==> config.mk <==
export PLATFORM = sky130hd
export DESIGN_NAME = tmu_tag_ctrl
export DESIGN_NICKNAME = d
export VERILOG_FILES = /design/src/verilog/tmu_tag_pkg.sv /design/src/verilog/tmu_tag_ctrl.sv
export SDC_FILE = /design/constraint.sdc
export NUM_CORES = 1
export LEC_CHECK = 0
export BUFFER_PORTS_ARGS = -buffer_cell sky130_fd_sc_hd__buf_2
export CORE_AREA = 8 8 45 47
export DETAILED_ROUTE_END_ITERATION = 7
export DIE_AREA = 0 0 53 55
export PLACE_DENSITY = 0.62
export SKIP_LAST_GASP = 1
export SLEW_MARGIN = 20
export SYNTH_ARGS = -nofsm -noshare
export SYNTH_HDL_FRONTEND = slang
export SYNTH_SLANG_ARGS = --single-unit
==> constraint.sdc <==
create_clock -name sys_clk -period 3.35 [get_ports sys_clk]
set_clock_uncertainty 0.1 [all_clocks]
set_input_delay 0.1675 -clock sys_clk [delete_from_list [all_inputs] [get_ports sys_clk]]
set_output_delay 0.1675 -clock sys_clk [all_outputs]
set_load 0.005 [all_outputs]
==> src/verilog/tmu_tag_pkg.sv <==
/*
 * Shared sizes and types for the texel cache tag stage.
 * Sizes assume a 26-bit memory space, an 8 KB cache and 32-byte lines.
 * A tag entry is carried as {valid, tag}, TAG_W+1 bits wide.
 */
package tmu_tag_pkg;

	localparam int FML_DEPTH = 26;
	localparam int CACHE_DEPTH = 13;
	localparam int LINE_DEPTH = 5;
	localparam int IDX_W = CACHE_DEPTH - LINE_DEPTH;
	localparam int TAG_W = FML_DEPTH - CACHE_DEPTH;
	localparam int N_LINES = 1 << IDX_W;

	typedef logic [FML_DEPTH-1:0] texel_adr_t;
	// Destination addresses count 16-bit pixels, so one bit less.
	typedef logic [FML_DEPTH-2:0] dst_adr_t;
	typedef logic [5:0] frac_t;
	typedef logic [IDX_W-1:0] line_idx_t;
	typedef logic [TAG_W-1:0] tag_t;

	// One bit per channel, a in bit 0 up to d in bit 3.
	typedef logic [3:0] chan_vec_t;

	typedef struct packed {
		dst_adr_t dadr;
		texel_adr_t tadra;
		texel_adr_t tadrb;
		texel_adr_t tadrc;
		texel_adr_t tadrd;
		frac_t x_frac;
		frac_t y_frac;
	} tex_req_t;

	typedef enum logic [2:0] {
		chan_a,
		chan_b,
		chan_c,
		chan_d,
		flush_line
	} tag_sel_t;

	typedef enum logic [1:0] {RUNNING, RESOLVE_MISS, FLUSH} tag_state_t;

endpackage

==> src/verilog/tmu_tag_ctrl.sv <==
/*
 * Control FSM of the tag stage: normal flow, multi-miss resolution and flush.
 * Misses are served lowest channel first, one tag write per cycle.
 * Leaving RESOLVE_MISS or FLUSH empties the stage register.
 */
`timescale 1ns/100ps

module tmu_tag_ctrl
	import tmu_tag_pkg::*;
(
	input  logic      sys_clk,
	input  logic      sys_rst,
	input  logic      flush_i,
	output logic      busy_o,
	input  logic      req_valid_i,
	input  chan_vec_t miss_i,
	input  logic      pipe_ack_i,
	input  logic      flush_done_i,
	output logic      pipe_ack_o,
	output logic      pipe_stb_o,
	output logic      tag_re_o,
	output logic      tag_we_o,
	output tag_sel_t  sel_o,
	output logic      flush_run_o
);

	tag_state_t state;
	tag_state_t next_state;
	chan_vec_t  miss_mask;
	chan_vec_t  pending;
	chan_vec_t  sel_bit;
	logic       mask_init;
	logic       mask_we;
	logic       multi_miss;

	function automatic tag_sel_t first_chan(chan_vec_t v);
		if (v[0])
			return chan_a;
		else if (v[1])
			return chan_b;
		else if (v[2])
			return chan_c;
		else
			return chan_d;
	endfunction

	// Two or more bits set when clearing the lowest one leaves something.
	assign multi_miss = (miss_i & (miss_i - 1'b1)) != '0;
	assign pending = miss_i & miss_mask;
	assign sel_bit = chan_vec_t'(4'b0001 << sel_o[1:0]);

	always_ff @(posedge sys_clk) begin
		if (sys_rst)
			state <= RUNNING;
		else
			state <= next_state;
	end

	always_ff @(posedge sys_clk) begin
		if (sys_rst)
			miss_mask <= '0;
		else if (mask_init)
			miss_mask <= ~sel_bit;
		else if (mask_we)
			miss_mask <= miss_mask & ~sel_bit;
	end

	always_comb begin
		next_state = state;
		pipe_ack_o = 1'b0;
		pipe_stb_o = 1'b0;
		busy_o = 1'b0;
		tag_re_o = 1'b0;
		tag_we_o = 1'b0;
		sel_o = chan_a;
		mask_init = 1'b0;
		mask_we = 1'b0;
		flush_run_o = 1'b0;

		case (state)
			RUNNING: begin
				pipe_ack_o = 1'b1;
				tag_re_o = 1'b1;
				mask_init = 1'b1;
				if (req_valid_i) begin
					pipe_stb_o = 1'b1;
					busy_o = 1'b1;
					tag_we_o = |miss_i;
					sel_o = first_chan(miss_i);
					if (!pipe_ack_i) begin
						// Freeze everything until downstream takes the item.
						pipe_ack_o = 1'b0;
						tag_re_o = 1'b0;
						tag_we_o = 1'b0;
					end
					if (multi_miss) begin
						pipe_ack_o = 1'b0;
						tag_re_o = 1'b0;
						if (pipe_ack_i)
							next_state = RESOLVE_MISS;
					end
				end
				if (flush_i)
					next_state = FLUSH;
			end
			RESOLVE_MISS: begin
				busy_o = 1'b1;
				if (pending != '0) begin
					tag_we_o = 1'b1;
					mask_we = 1'b1;
					sel_o = first_chan(pending);
				end else begin
					tag_re_o = 1'b1;
					next_state = RUNNING;
				end
			end
			FLUSH: begin
				busy_o = 1'b1;
				sel_o = flush_line;
				tag_we_o = 1'b1;
				flush_run_o = 1'b1;
				if (flush_done_i) begin
					tag_re_o = 1'b1;
					next_state = RUNNING;
				end
			end
			default: next_state = RUNNING;
		endcase
	end

endmodule

==> flow_metrics.tcl <==
set metrics [dict create \
    start_util_pct 38.0 \
    routedWlPerCell_um 13.2 \
    cp_cell_sequence "inv_1 -> ha_1 -> nand2_1 -> or4_1 -> o31ai_1 -> buf_2" \
    synth_area_um2 526 \
    ys_seq_area_share_pct 22.9 \
    cp_top_family "simple AND/OR/NAND/NOR gates" \
    final.setup.tns_ns 0 \
    pre_cts_slack_ns 1.35 \
    rsz0062_at_grt "no" \
    antenna_cells 0 \
    dominantRegCellSynth "dfxtp_1" \
    synthMuxAreaShare_pct 0 \
    post-route-period-util_pct 67.9 \
    ys_ff_latch 6 \
    port_buffers 18 \
    gp_congestion 0.859 \
    die_w_um 53 \
    final_cell_mix "buf_2, nor2_1, dfxtp_1" \
    critPathLaunchType "register" \
    max-vdd-ir-drop_mv 0.191 \
    cts.sinks 6 \
    cts_tree "yes" \
    slew_headroom_pct 57.7 \
    cts_htree_levels 1 \
    synth_xor_xnor_area_share_pct 0 \
    clk_pin_slew_ns 0.05 \
    vias 547 \
    synth_top_family_by_area "compound AO/OA/AOI/OAI gates" \
    drc 0 \
    firstDrtPassIters 4 \
    final_net_count 99 \
    synth_area_per_cell_um2 8.08 \
    place_area_um2 612 \
    tightest_slew_ns 0.629 \
    crit_arrival_ns 2.01 \
    io_pins 19 \
    via_per_inst 5.53 \
    crit_path_top_delay_cell "or4_1" \
    hold_class "in -> reg" \
    ff2ff_setup_slack_ns 1.41 \
    status "finished clean" \
    async_flop_share_pct 0 \
    hold_viol 0 \
    clockBufferDepth 2 \
    ant_nets 0 \
    holdCritStartpoint "sys_rst" \
    fin_ws_ns 1.08 \
    ys_warn_count 0 \
    syn_nets 79 \
    post_cts_buffers 0 \
    cap_violations 0 \
    clkLatencyLatePin_ns 0.24 \
    powerDensity_nw_per_um2 405 \
    die_y_um 55 \
    layout_commonest_cell "buf_2" \
    die_area_um2 2920 \
    drt_iter0_markers 12 \
    fin_crit_ns 2.27 \
    end_kind "output port" \
    drive_gt1_share_pct 27.7 \
    synth-simple-area-share_pct 22.4 \
    timing.fmax_mhz 440 \
    drv_slew 0 \
    leakage_nw 0.292 \
    cts_resized 0 \
    required_ns 3.08 \
    cts_root_buffer "clkbuf_4" \
    dp.final_hpwl_um 1040 \
    holdWs_ns 0.0861 \
    synth_edf_count 0 \
    grt_overflow 0 \
    crit_start "state[0]$_SDFFE_PP0P_" \
    rows 14 \
    postRouteWirelength_um 1300 \
    path_buf_inv 2 \
    core_area_um2 1380 \
    cts_made_buffers 3 \
    cts_hold_buf 0 \
    grt_pass1_vias 490 \
    antenna_found_initial 0 \
    gr-usage-all-layers_pct 9.55 \
    synthCells 65 \
    path_class "reg -> out" \
    finalSetupViolations 0 \
    r2r_start "state[0]$_SDFFE_PP0P_" \
    synth_fa_ha_area_share_pct 11.4 \
    grt_max_degree 10 \
    synth_cell_type_count 33 \
    grt_pass1_wl_um 2100 \
    synth_compound_gate_area_share_pct 35.2 \
    max_stage_delay_ns 0.42 \
    fin_area_um2 634 \
    crit_fanout 9 \
    syn_to_final_growth_pct 20.7 \
    p_total_uw 257 \
]
-- per-stage QoR --
step,std cells,util [%]
2_1_floorplan,65,-
3_3_place_gp,96,44.2
3_5_place_dp,96,44.2
4_1_cts,99,45.8
5_1_grt,99,45.8
6_report,99,45.8
-- kinds of logic (layout without fill, tap and decap cells) --
kind of cell | after synthesis | after routing
flops | 6 | 6
buf+inv | 8 | 26
simple gates | 24 | 24
compound gates | 22 | 22
fa+ha+maj | 5 | 5
-- worst paths after layout --
path | depth (start not counted) | end
setup / recovery | 6 | sel_o[1]
hold / removal | 2 | miss_mask[2]$_SDFFE_PP0P_
setup reg to reg | 5 | miss_mask[1]$_SDFFE_PP0P_
hold reg to reg | 2 | miss_mask[2]$_SDFFE_PP0P_
-- cell type report --
class / count / area (µm²)
fillers: 158 / 749
multi-input cells: 51 / 363
flip-flops and latches: 6 / 120
repair buffers: 18 / 90.1
clock buffers: 3 / 22.5
well taps: 16 / 20.0
inverters: 5 / 18.8
-- worst reg2reg max path, cell delays in order, from the launching register on --
cell,delay [ns]
dfxtp_1,0.33
inv_1,0.08
ha_1,0.34
nand2_1,0.18
o32a_1,0.38
o41a_1,0.40
-- cells in the mapped netlist, types with 2 or more instances --
| cell | count | area share, % |
|---|---|---|
| inv_1 | 5 | 3.6 |
| a211oi_1 | 2 | 2.9 |
| ha_1 | 4 | 9.5 |
| dfxtp_1 | 6 | 23 |
| nand2b_1 | 3 | 3.6 |
| a31oi_1 | 2 | 2.4 |
| nand2_1 | 4 | 2.9 |
| o31ai_1 | 3 | 4.3 |
| a21oi_1 | 2 | 1.9 |
| or4_1 | 2 | 2.9 |
| nor2_1 | 9 | 6.4 |
| nand3_1 | 2 | 1.9 |
-- flip-flops by register name, indices dropped and copies added, names as in the netlist --
signal / cells
miss_mask: 4
state: 2
-- layer usage --
layer,global-route usage [%],share of wire (%),vias to the layer above
li1,-,-,284
met1,12.9,51,236
met2,12.3,37,25
met3,2.41,10,2
met4,7.76,1.1,0
met5,0,0,-
-- power breakdown --
group / total (mW) / switching [mW] / internal [mW] / leakage (nW)
Combinational: 0.101 / 0.0545 / 0.0467 / 0.228
Clock: 0.0666 / 0.0260 / 0.0405 / 0.0138
Sequential: 0.0891 / 0.00787 / 0.0812 / 0.0499
No activity file was read; power rests on OpenSTA's default activity.
