[src/verilog/tmu_tag_pkg.sv]
/*
 * Shared sizes and types for the texel cache tag stage.
 * Sizes assume a 26-bit memory space, an 8 KB cache and 32-byte lines.
 * A tag entry is carried as {valid, tag}, TAG_W+1 bits wide.
 */
package tmu_tag_pkg;

	localparam int FML_DEPTH = 26;
	localparam int CACHE_DEPTH = 13;
	localparam int LINE_DEPTH = 5;
	localparam int IDX_W = CACHE_DEPTH - LINE_DEPTH;
	localparam int TAG_W = FML_DEPTH - CACHE_DEPTH;
	localparam int N_LINES = 1 << IDX_W;

	typedef logic [FML_DEPTH-1:0] texel_adr_t;
	// Destination addresses count 16-bit pixels, so one bit less.
	typedef logic [FML_DEPTH-2:0] dst_adr_t;
	typedef logic [5:0] frac_t;
	typedef logic [IDX_W-1:0] line_idx_t;
	typedef logic [TAG_W-1:0] tag_t;

	// One bit per channel, a in bit 0 up to d in bit 3.
	typedef logic [3:0] chan_vec_t;

	typedef struct packed {
		dst_adr_t dadr;
		texel_adr_t tadra;
		texel_adr_t tadrb;
		texel_adr_t tadrc;
		texel_adr_t tadrd;
		frac_t x_frac;
		frac_t y_frac;
	} tex_req_t;

	typedef enum logic [2:0] {
		chan_a,
		chan_b,
		chan_c,
		chan_d,
		flush_line
	} tag_sel_t;

	typedef enum logic [1:0] {RUNNING, RESOLVE_MISS, FLUSH} tag_state_t;

endpackage

[src/verilog/tmu_tag_leader.sv]
/*
 * Channel validity and leader election for one bilinear request.
 * Purely combinational; works on the live request.
 */
`timescale 1ns/100ps

module tmu_tag_leader
	import tmu_tag_pkg::*;
(
	input  tex_req_t  req_i,
	output line_idx_t idx_a_o,
	output line_idx_t idx_b_o,
	output line_idx_t idx_c_o,
	output line_idx_t idx_d_o,
	output chan_vec_t lead_o
);

	logic valid_b;
	logic valid_c;
	logic valid_d;

	assign idx_a_o = req_i.tadra[CACHE_DEPTH-1:LINE_DEPTH];
	assign idx_b_o = req_i.tadrb[CACHE_DEPTH-1:LINE_DEPTH];
	assign idx_c_o = req_i.tadrc[CACHE_DEPTH-1:LINE_DEPTH];
	assign idx_d_o = req_i.tadrd[CACHE_DEPTH-1:LINE_DEPTH];

	// Channel a always contributes to the filtered pixel.
	assign valid_b = req_i.x_frac != '0;
	assign valid_c = req_i.y_frac != '0;
	assign valid_d = valid_b & valid_c;

	/*
	 * A channel leads when no later valid channel sits on the same line.
	 * Every line touched by the request then has exactly one leader.
	 */
	assign lead_o[0] = ~(valid_b & (idx_a_o == idx_b_o))
		& ~(valid_c & (idx_a_o == idx_c_o))
		& ~(valid_d & (idx_a_o == idx_d_o));
	assign lead_o[1] = valid_b
		& ~(valid_c & (idx_b_o == idx_c_o))
		& ~(valid_d & (idx_b_o == idx_d_o));
	assign lead_o[2] = valid_c & ~(valid_d & (idx_c_o == idx_d_o));
	assign lead_o[3] = valid_d;

endmodule

[config.mk]
export PLATFORM = sky130hd
export DESIGN_NAME = tmu_tag_leader
export DESIGN_NICKNAME = d
export VERILOG_FILES = /design/src/verilog/tmu_tag_pkg.sv /design/src/verilog/tmu_tag_leader.sv
export SDC_FILE = /design/constraint.sdc
export NUM_CORES = 1
export LEC_CHECK = 0
export BUFFER_PORTS_ARGS = -buffer_cell sky130_fd_sc_hd__buf_2
export CAP_MARGIN = 10
export CORE_AREA = 5 5 66 68
export DETAILED_ROUTE_END_ITERATION = 16
export DIE_AREA = 0 0 71 73
export PLACE_DENSITY_LB_ADDON = 0.15
export SETUP_SLACK_MARGIN = 0.15
export SYNTH_ARGS = -nofsm -noshare
export SYNTH_HDL_FRONTEND = slang
export SYNTH_SLANG_ARGS = --single-unit
[constraint.sdc]
create_clock -name vclk -period 2.5
set_clock_uncertainty 0.2 [all_clocks]
set_input_delay 0.5 -clock vclk [all_inputs]
set_output_delay 0.5 -clock vclk [all_outputs]
set_load 0.01 [all_outputs]
==> qor.csv, run 1 <==
stage;metric;value;unit
status;status;finished, final reports clean;
route;vias;832;
synth;postSynthAreaPerCell;7.78;um2
final_layout;final_net_count;299;
sta;final_min_period_over_clock_period;0.981;
final_layout;area_overhead_of_the_layout_relative_to_synthesis;34.4;%
final_layout;clock_buffers;0;
floorplan;die_height;73;um
place;io_buffers;80;
synth;cells_after_synthesis;106;
synth;synth.top_cell.area_share;0.489;
sta;unrepaired_setup_endpoints_after_global_routing;true;
pwr;p_sw_frac;0.504;
critical_path;cpMaxStageDelayCell;sky130_fd_sc_hd__or4_4;
floorplan;width_of_the_die;71;um
route;detail_route.wirelength.met1;1190;um
pwr;report.power.total;0.000202;W
global_routing;grt_overflow_total;0;
critical_path;timing.critical_path.max_delay_family;simple AND/OR/NAND/NOR gates;
synth;synthMostInstantiatedCell;sky130_fd_sc_hd__xnor2_1;
critical_path;critical_path_required;1800;ps
final_layout;final-seq-area;0;um2
route;number_of_design_rule_violations_left_after_detail_routing;0;
pwr;power_density;182;mW/mm2
synth;synth_seq_area_share;0;
global_routing;grt_pass1_wl;4170;um
global_routing;antenna_found_initial;0;
floorplan;design.core.area;0.00380;mm2
sta;report.final.slew_viol_count;0;
synth;synth_area_leaders;sky130_fd_sc_hd__xnor2_1, sky130_fd_sc_hd__buf_4, sky130_fd_sc_hd__nand4_1;
flow_run;maxCapViolCount;0;
floorplan;die_area;0.00518;mm2
global_routing;globalRouteTotalUtil;0.0986;
floorplan;top_level_ports;177;
critical_path;cp_num_buf_inv;3;
sta;finalHoldViolCount;0;
synth;mappedNetlistArea;825;um2
pwr;irDropWorstVdd;0.0514;mV
place;globalplace.congestion;0.796;
final_layout;diodes;0;
route;dr.max_layer_used;met3;
pwr;clock_power_share;0;
pwr;seq_power_share;0;
global_routing;grt_pass1_vias;861;
route;met2RoutedLength;1320;um
sta;finalCriticalPeriod;2450;ps
route;drtIter0Drc;39;
clock_tree;cts_hold_repair.buffers;0;
synth;post_synth_most_frequent_cells;sky130_fd_sc_hd__xnor2_1, sky130_fd_sc_hd__buf_4, sky130_fd_sc_hd__nand4_1;
sta;relSlewSlack;0.795;
synth;mappedNetlistNets;247;
sta;tightest_slew;304;ps
synth;synth_top_area_cell;sky130_fd_sc_hd__xnor2_1;
synth;yosysWarningCount;0;
final_layout;drive_gt1_frac;0.590;
critical_path;crit_fanout;5;
final_layout;post-route-cell-area;0.00111;mm2
critical_path;timing.critical_path.slowest_cell_delay;520;ps
route;met3_wirelength;281;um
route;final_routed_wirelength;2800;um
min_path;worstHoldPathType;input port to output pin;
route;ant_nets;0;
floorplan;floorplan.rows;23;
pwr;p_leak;0.457;nW
sta;max_freq;408;MHz
global_routing;grt_max_degree;6;
route;drt_pass1_iterations;5;
critical_path;setup.worst_path.start_class;input port;
pwr;power.switching;0.000102;W
pwr;comb_power_share;1.000;
critical_path;critPathCaptureType;output pin;
sta;setup-violations-final;0;
critical_path;most_frequent_cell_on_the_critical_path;sky130_fd_sc_hd__nor3_2;
sta;total_negative_slack;0;ps
pwr;internal_power;0.000100;W
route;detail_route.wl_per_cell;13.6;um
critical_path;critPathKind;input port to output pin;
sta;hold-worst-slack;1060;ps
floorplan;start_util;0.217;
route;viasPerCell;4.04;
final_layout;seq_cell_count;0;
critical_path;critPathArrivalTime;1750;ps
critical_path;crit_path_cell_trace;buf_6, or4_4, nor3_2, buf_4, nor3_2, nor3_2, buf_2;
synth;netlist-cell-type-count;13;
place;placed_cell_area;0.00106;mm2
power groups by stage:
stage	combinational (W)	sequential [W]	clock [W]
after CTS	0.000205	0	0
after floorplan	0.000129	0	0
after detailed placement	0.000200	0	0
after global placement	0.000200	0	0
final	0.000202	0	0
after global routing	0.000221	0	0
metal layers:
metal  vias to the layer above  global-route usage
li1                        425                   -
met4                         0                   0
met1                       360               0.127
met2                        47               0.181
met5                         -                   0
met3                         0              0.0179
through the flow:
step	setup WS (ps)	utilization	cells
2_1_floorplan	194	-	106
3_3_place_gp	3.71	0.279	205
3_5_place_dp	16.6	0.279	205
4_1_cts	35.9	0.287	206
5_1_grt	-21.7	0.292	206
6_report	47.0	0.292	206
area by class of cell:
cell class	instances	area (um2)
Inverter	1	3.75
Tap cell	50	62.6
Multi-Input combinational cell	72	603
Timing Repair Buffer	83	439
Fill cell	444	2690
cells by family (layout without fill, tap and decap cells):
| family | count (synthesis) | in the layout | synth area share |
|---|---|---|---|
| XOR/XNOR | 48 | 48 | 0.510 |
| AO/OA/AOI/OAI | 3 | 3 | 0.0212 |
| buffers and inverters | 34 | 84 | 0.305 |
| AND/OR/NAND/NOR | 21 | 21 | 0.164 |
cell usage in the layout (no fill, tap or decap), drive strengths merged:
cell	instances
o22ai	1
or4	2
buf	83
nand4	11
xor2	2
a31oi	1
nor2	1
inv	1
xnor2	46
nor3	5
a21oi	1
nor4	2
worst paths after layout:
| kind | cells past startpoint | from | endpoint |
|---|---|---|---|
| setup / recovery | 7 | req_i[3] | lead_o[0] |
| hold / removal | 2 | req_i[102] | idx_a_o[7] |
what timing repair did:
action | 4_1_cts | 5_1_grt
endpoints found under the setup margin | 3 | 4
gates resized for setup | 5 | 4
pin swaps | 1 | 0
buffers inserted | 1 | 0
No activity file was read; power rests on OpenSTA's default activity.
==> run 2, diff against run 1 <==
--- a/config.mk
+++ b/config.mk
@@ -5,11 +5,11 @@
 export SDC_FILE = /design/constraint.sdc
 export NUM_CORES = 1
 export LEC_CHECK = 0
-export BUFFER_PORTS_ARGS = -buffer_cell sky130_fd_sc_hd__buf_2
 export CAP_MARGIN = 10
 export CORE_AREA = 5 5 66 68
 export DETAILED_ROUTE_END_ITERATION = 16
 export DIE_AREA = 0 0 71 73
+export DONT_BUFFER_PORTS = 1
 export PLACE_DENSITY_LB_ADDON = 0.15
 export SETUP_SLACK_MARGIN = 0.15
 export SYNTH_ARGS = -nofsm -noshare
==> qor.csv, run 2 (same netlist as run 1, synthesis figures left out) <==
stage;metric;value;unit;change
sta;max_freq;416;MHz;+2.1%
place;globalplace.congestion;0.750;;-5.7%
global_routing;grt_overflow_total;0;;unchanged
critical_path;timing.critical_path.slowest_cell_delay;530;ps;about the same
critical_path;setup.worst_path.start_class;input port;;
critical_path;critPathCaptureType;output pin;;
route;number_of_design_rule_violations_left_after_detail_routing;0;;unchanged
route;drt_pass1_iterations;4;;-1
route;ant_nets;0;;unchanged
pwr;comb_power_share;1.000;;about the same
floorplan;die_height;73;um;unchanged
route;viasPerCell;4.58;;+13%
pwr;clock_power_share;0;;unchanged
sta;tightest_slew;350;ps;+45.6 ps
min_path;min_delay_worst_endpoint;idx_d_o[0];;
status;status;finished, final reports clean;;
floorplan;design.core.area;0.00380;mm2;unchanged
floorplan;die_area;0.00518;mm2;unchanged
sta;total_negative_slack;0;ps;unchanged
route;final_routed_wirelength;2430;um;-13%
global_routing;globalRouteTotalUtil;0.0860;;-0.0126
critical_path;most_frequent_cell_on_the_critical_path;sky130_fd_sc_hd__nor3_2;;
route;drtIter0Drc;16;;-59%
floorplan;width_of_the_die;71;um;unchanged
sta;setup-violations-final;0;;unchanged
pwr;power.switching;0.0000333;W;-67%
global_routing;groute.layer.met1.usage;0.0907;;-0.0368
place;dp.cells;124;;-40%
final_layout;clock_buffers;0;;unchanged
final_layout;layoutNonFillerInstCount;125;;-39%
global_routing;gr-usage-met3;0.0620;;+0.0441
route;vias;573;;-31%
min_path;worstHoldPathType;input port to output pin;;
pwr;report.power.total;0.0000914;W;-55%
pwr;seq_power_share;0;;unchanged
final_layout;seq_cell_count;0;;unchanged
critical_path;critPathArrivalTime;1700;ps;-50 ps
critical_path;cpMaxStageDelayCell;sky130_fd_sc_hd__or4_4;;
critical_path;crit_path_cell_trace;or4_4, nor3_4, nor3_2, nor3_2;;
floorplan;top_level_ports;177;;unchanged
floorplan;floorplan.rows;23;;unchanged
final_layout;final_net_count;218;;-27%
sta;unrepaired_setup_endpoints_after_global_routing;true;;
global_routing;grt_pass1_vias;621;;-28%
pwr;power_density;135;mW/mm2;-26%
route;detail_route.wl_per_cell;19.4;um;+43%
global_routing;antenna_found_initial;0;;unchanged
sta;final_min_period_over_clock_period;0.961;;-0.0202
pwr;p_sw_frac;0.364;;-0.140
critical_path;crit_fanout;5;;unchanged
flow_run;maxCapViolCount;0;;unchanged
global_routing;grt_max_degree;6;;unchanged
final_layout;area_overhead_of_the_layout_relative_to_synthesis;-17.8;%;
global_routing;busiest_layer;met2;;
final_layout;drive_gt1_frac;0.107;;-0.483
floorplan;start_util;0.217;;unchanged
min_path;min_from;req_i[17];;
pwr;irDropWorstVdd;0.0159;mV;-69%
sta;relSlewSlack;0.766;;-0.0296
critical_path;critical_path_required;1800;ps;about the same
pwr;p_leak;0.139;nW;-70%
place;io_buffers;0;;-100%
sta;finalCriticalPeriod;2400;ps;-50.5 ps
final_layout;final-seq-area;0;um2;unchanged
sta;finalHoldViolCount;0;;unchanged
final_layout;diodes;0;;unchanged
final_layout;mostFrequentLayoutCells;sky130_fd_sc_hd__xnor2_1, sky130_fd_sc_hd__nand4_1, sky130_fd_sc_hd__nor3_2;;
global_routing;grt_pass1_wl;3530;um;-15%
final_layout;fillers;451;;+1.6%
critical_path;critPathKind;input port to output pin;;
sta;report.final.slew_viol_count;0;;unchanged
min_path;holdPathStages;0;;-2
pwr;internal_power;0.0000581;W;-42%
global_routing;global_routing_met2_resource_utilization;0.148;;-0.0330
final_layout;layout_commonest_cell;sky130_fd_sc_hd__xnor2_1;;
==> run 2: area by class of cell <==
type | count | area [um2] | area share
Inverter | 1 | 3.75 | 0.00554
Timing Repair Buffer | 2 | 15.0 | 0.0221
Multi-Input combinational cell | 72 | 597 | 0.880
Tap cell | 50 | 62.6 | 0.0923
==> run 2: layer usage <==
metal	wire length [um]	vias to the layer above
met4	2	0
met5	0	-
met3	475	2
met2	1160	52
li1	-	263
met1	788	256
==> run 2: worst max path at each step <==
stage | slack (ps) | from | endpoint
global route | 60 | req_i[3] | lead_o[0]
floorplan | 190 | req_i[11] | lead_o[2]
global placement | 90 | req_i[3] | lead_o[0]
finish | 100 | req_i[3] | lead_o[0]
CTS | 130 | req_i[3] | lead_o[0]
detailed placement | 70 | req_i[3] | lead_o[0]
==> run 2: power by group through the flow <==
stage / registers, W / logic (W) / clock network [W]
6_report: 0 / 0.0000914 / 0
3_5_place_dp: 0 / 0.0000914 / 0
2_1_floorplan: 0 / 0.000129 / 0
5_1_grt: 0 / 0.0000998 / 0
3_3_place_gp: 0 / 0.0000928 / 0
4_1_cts: 0 / 0.0000925 / 0
==> run 2: critical path, delay by kind of cell <==
family,cells,cell delay [ps]
simple gates,4,1210
==> run 2: what timing repair did <==
action / in CTS / in global routing
endpoints found under the setup margin: 2 / 3
buffers inserted: 0 / 1
pin swaps: 2 / 3
hold buffers: 0 / 0
gates resized for setup: 1 / 3
==> run 2: through the flow <==
step           setup slack, ps  hold WS, ps  instance area [um2]   util
6_report                  97.5          800                  678  0.179
2_1_floorplan              194          892                  830      -
4_1_cts                    130          800                  658  0.173
3_3_place_gp              86.4          800                  652  0.172
5_1_grt                   60.1          800                  678  0.179
3_5_place_dp              74.4          800                  652  0.172
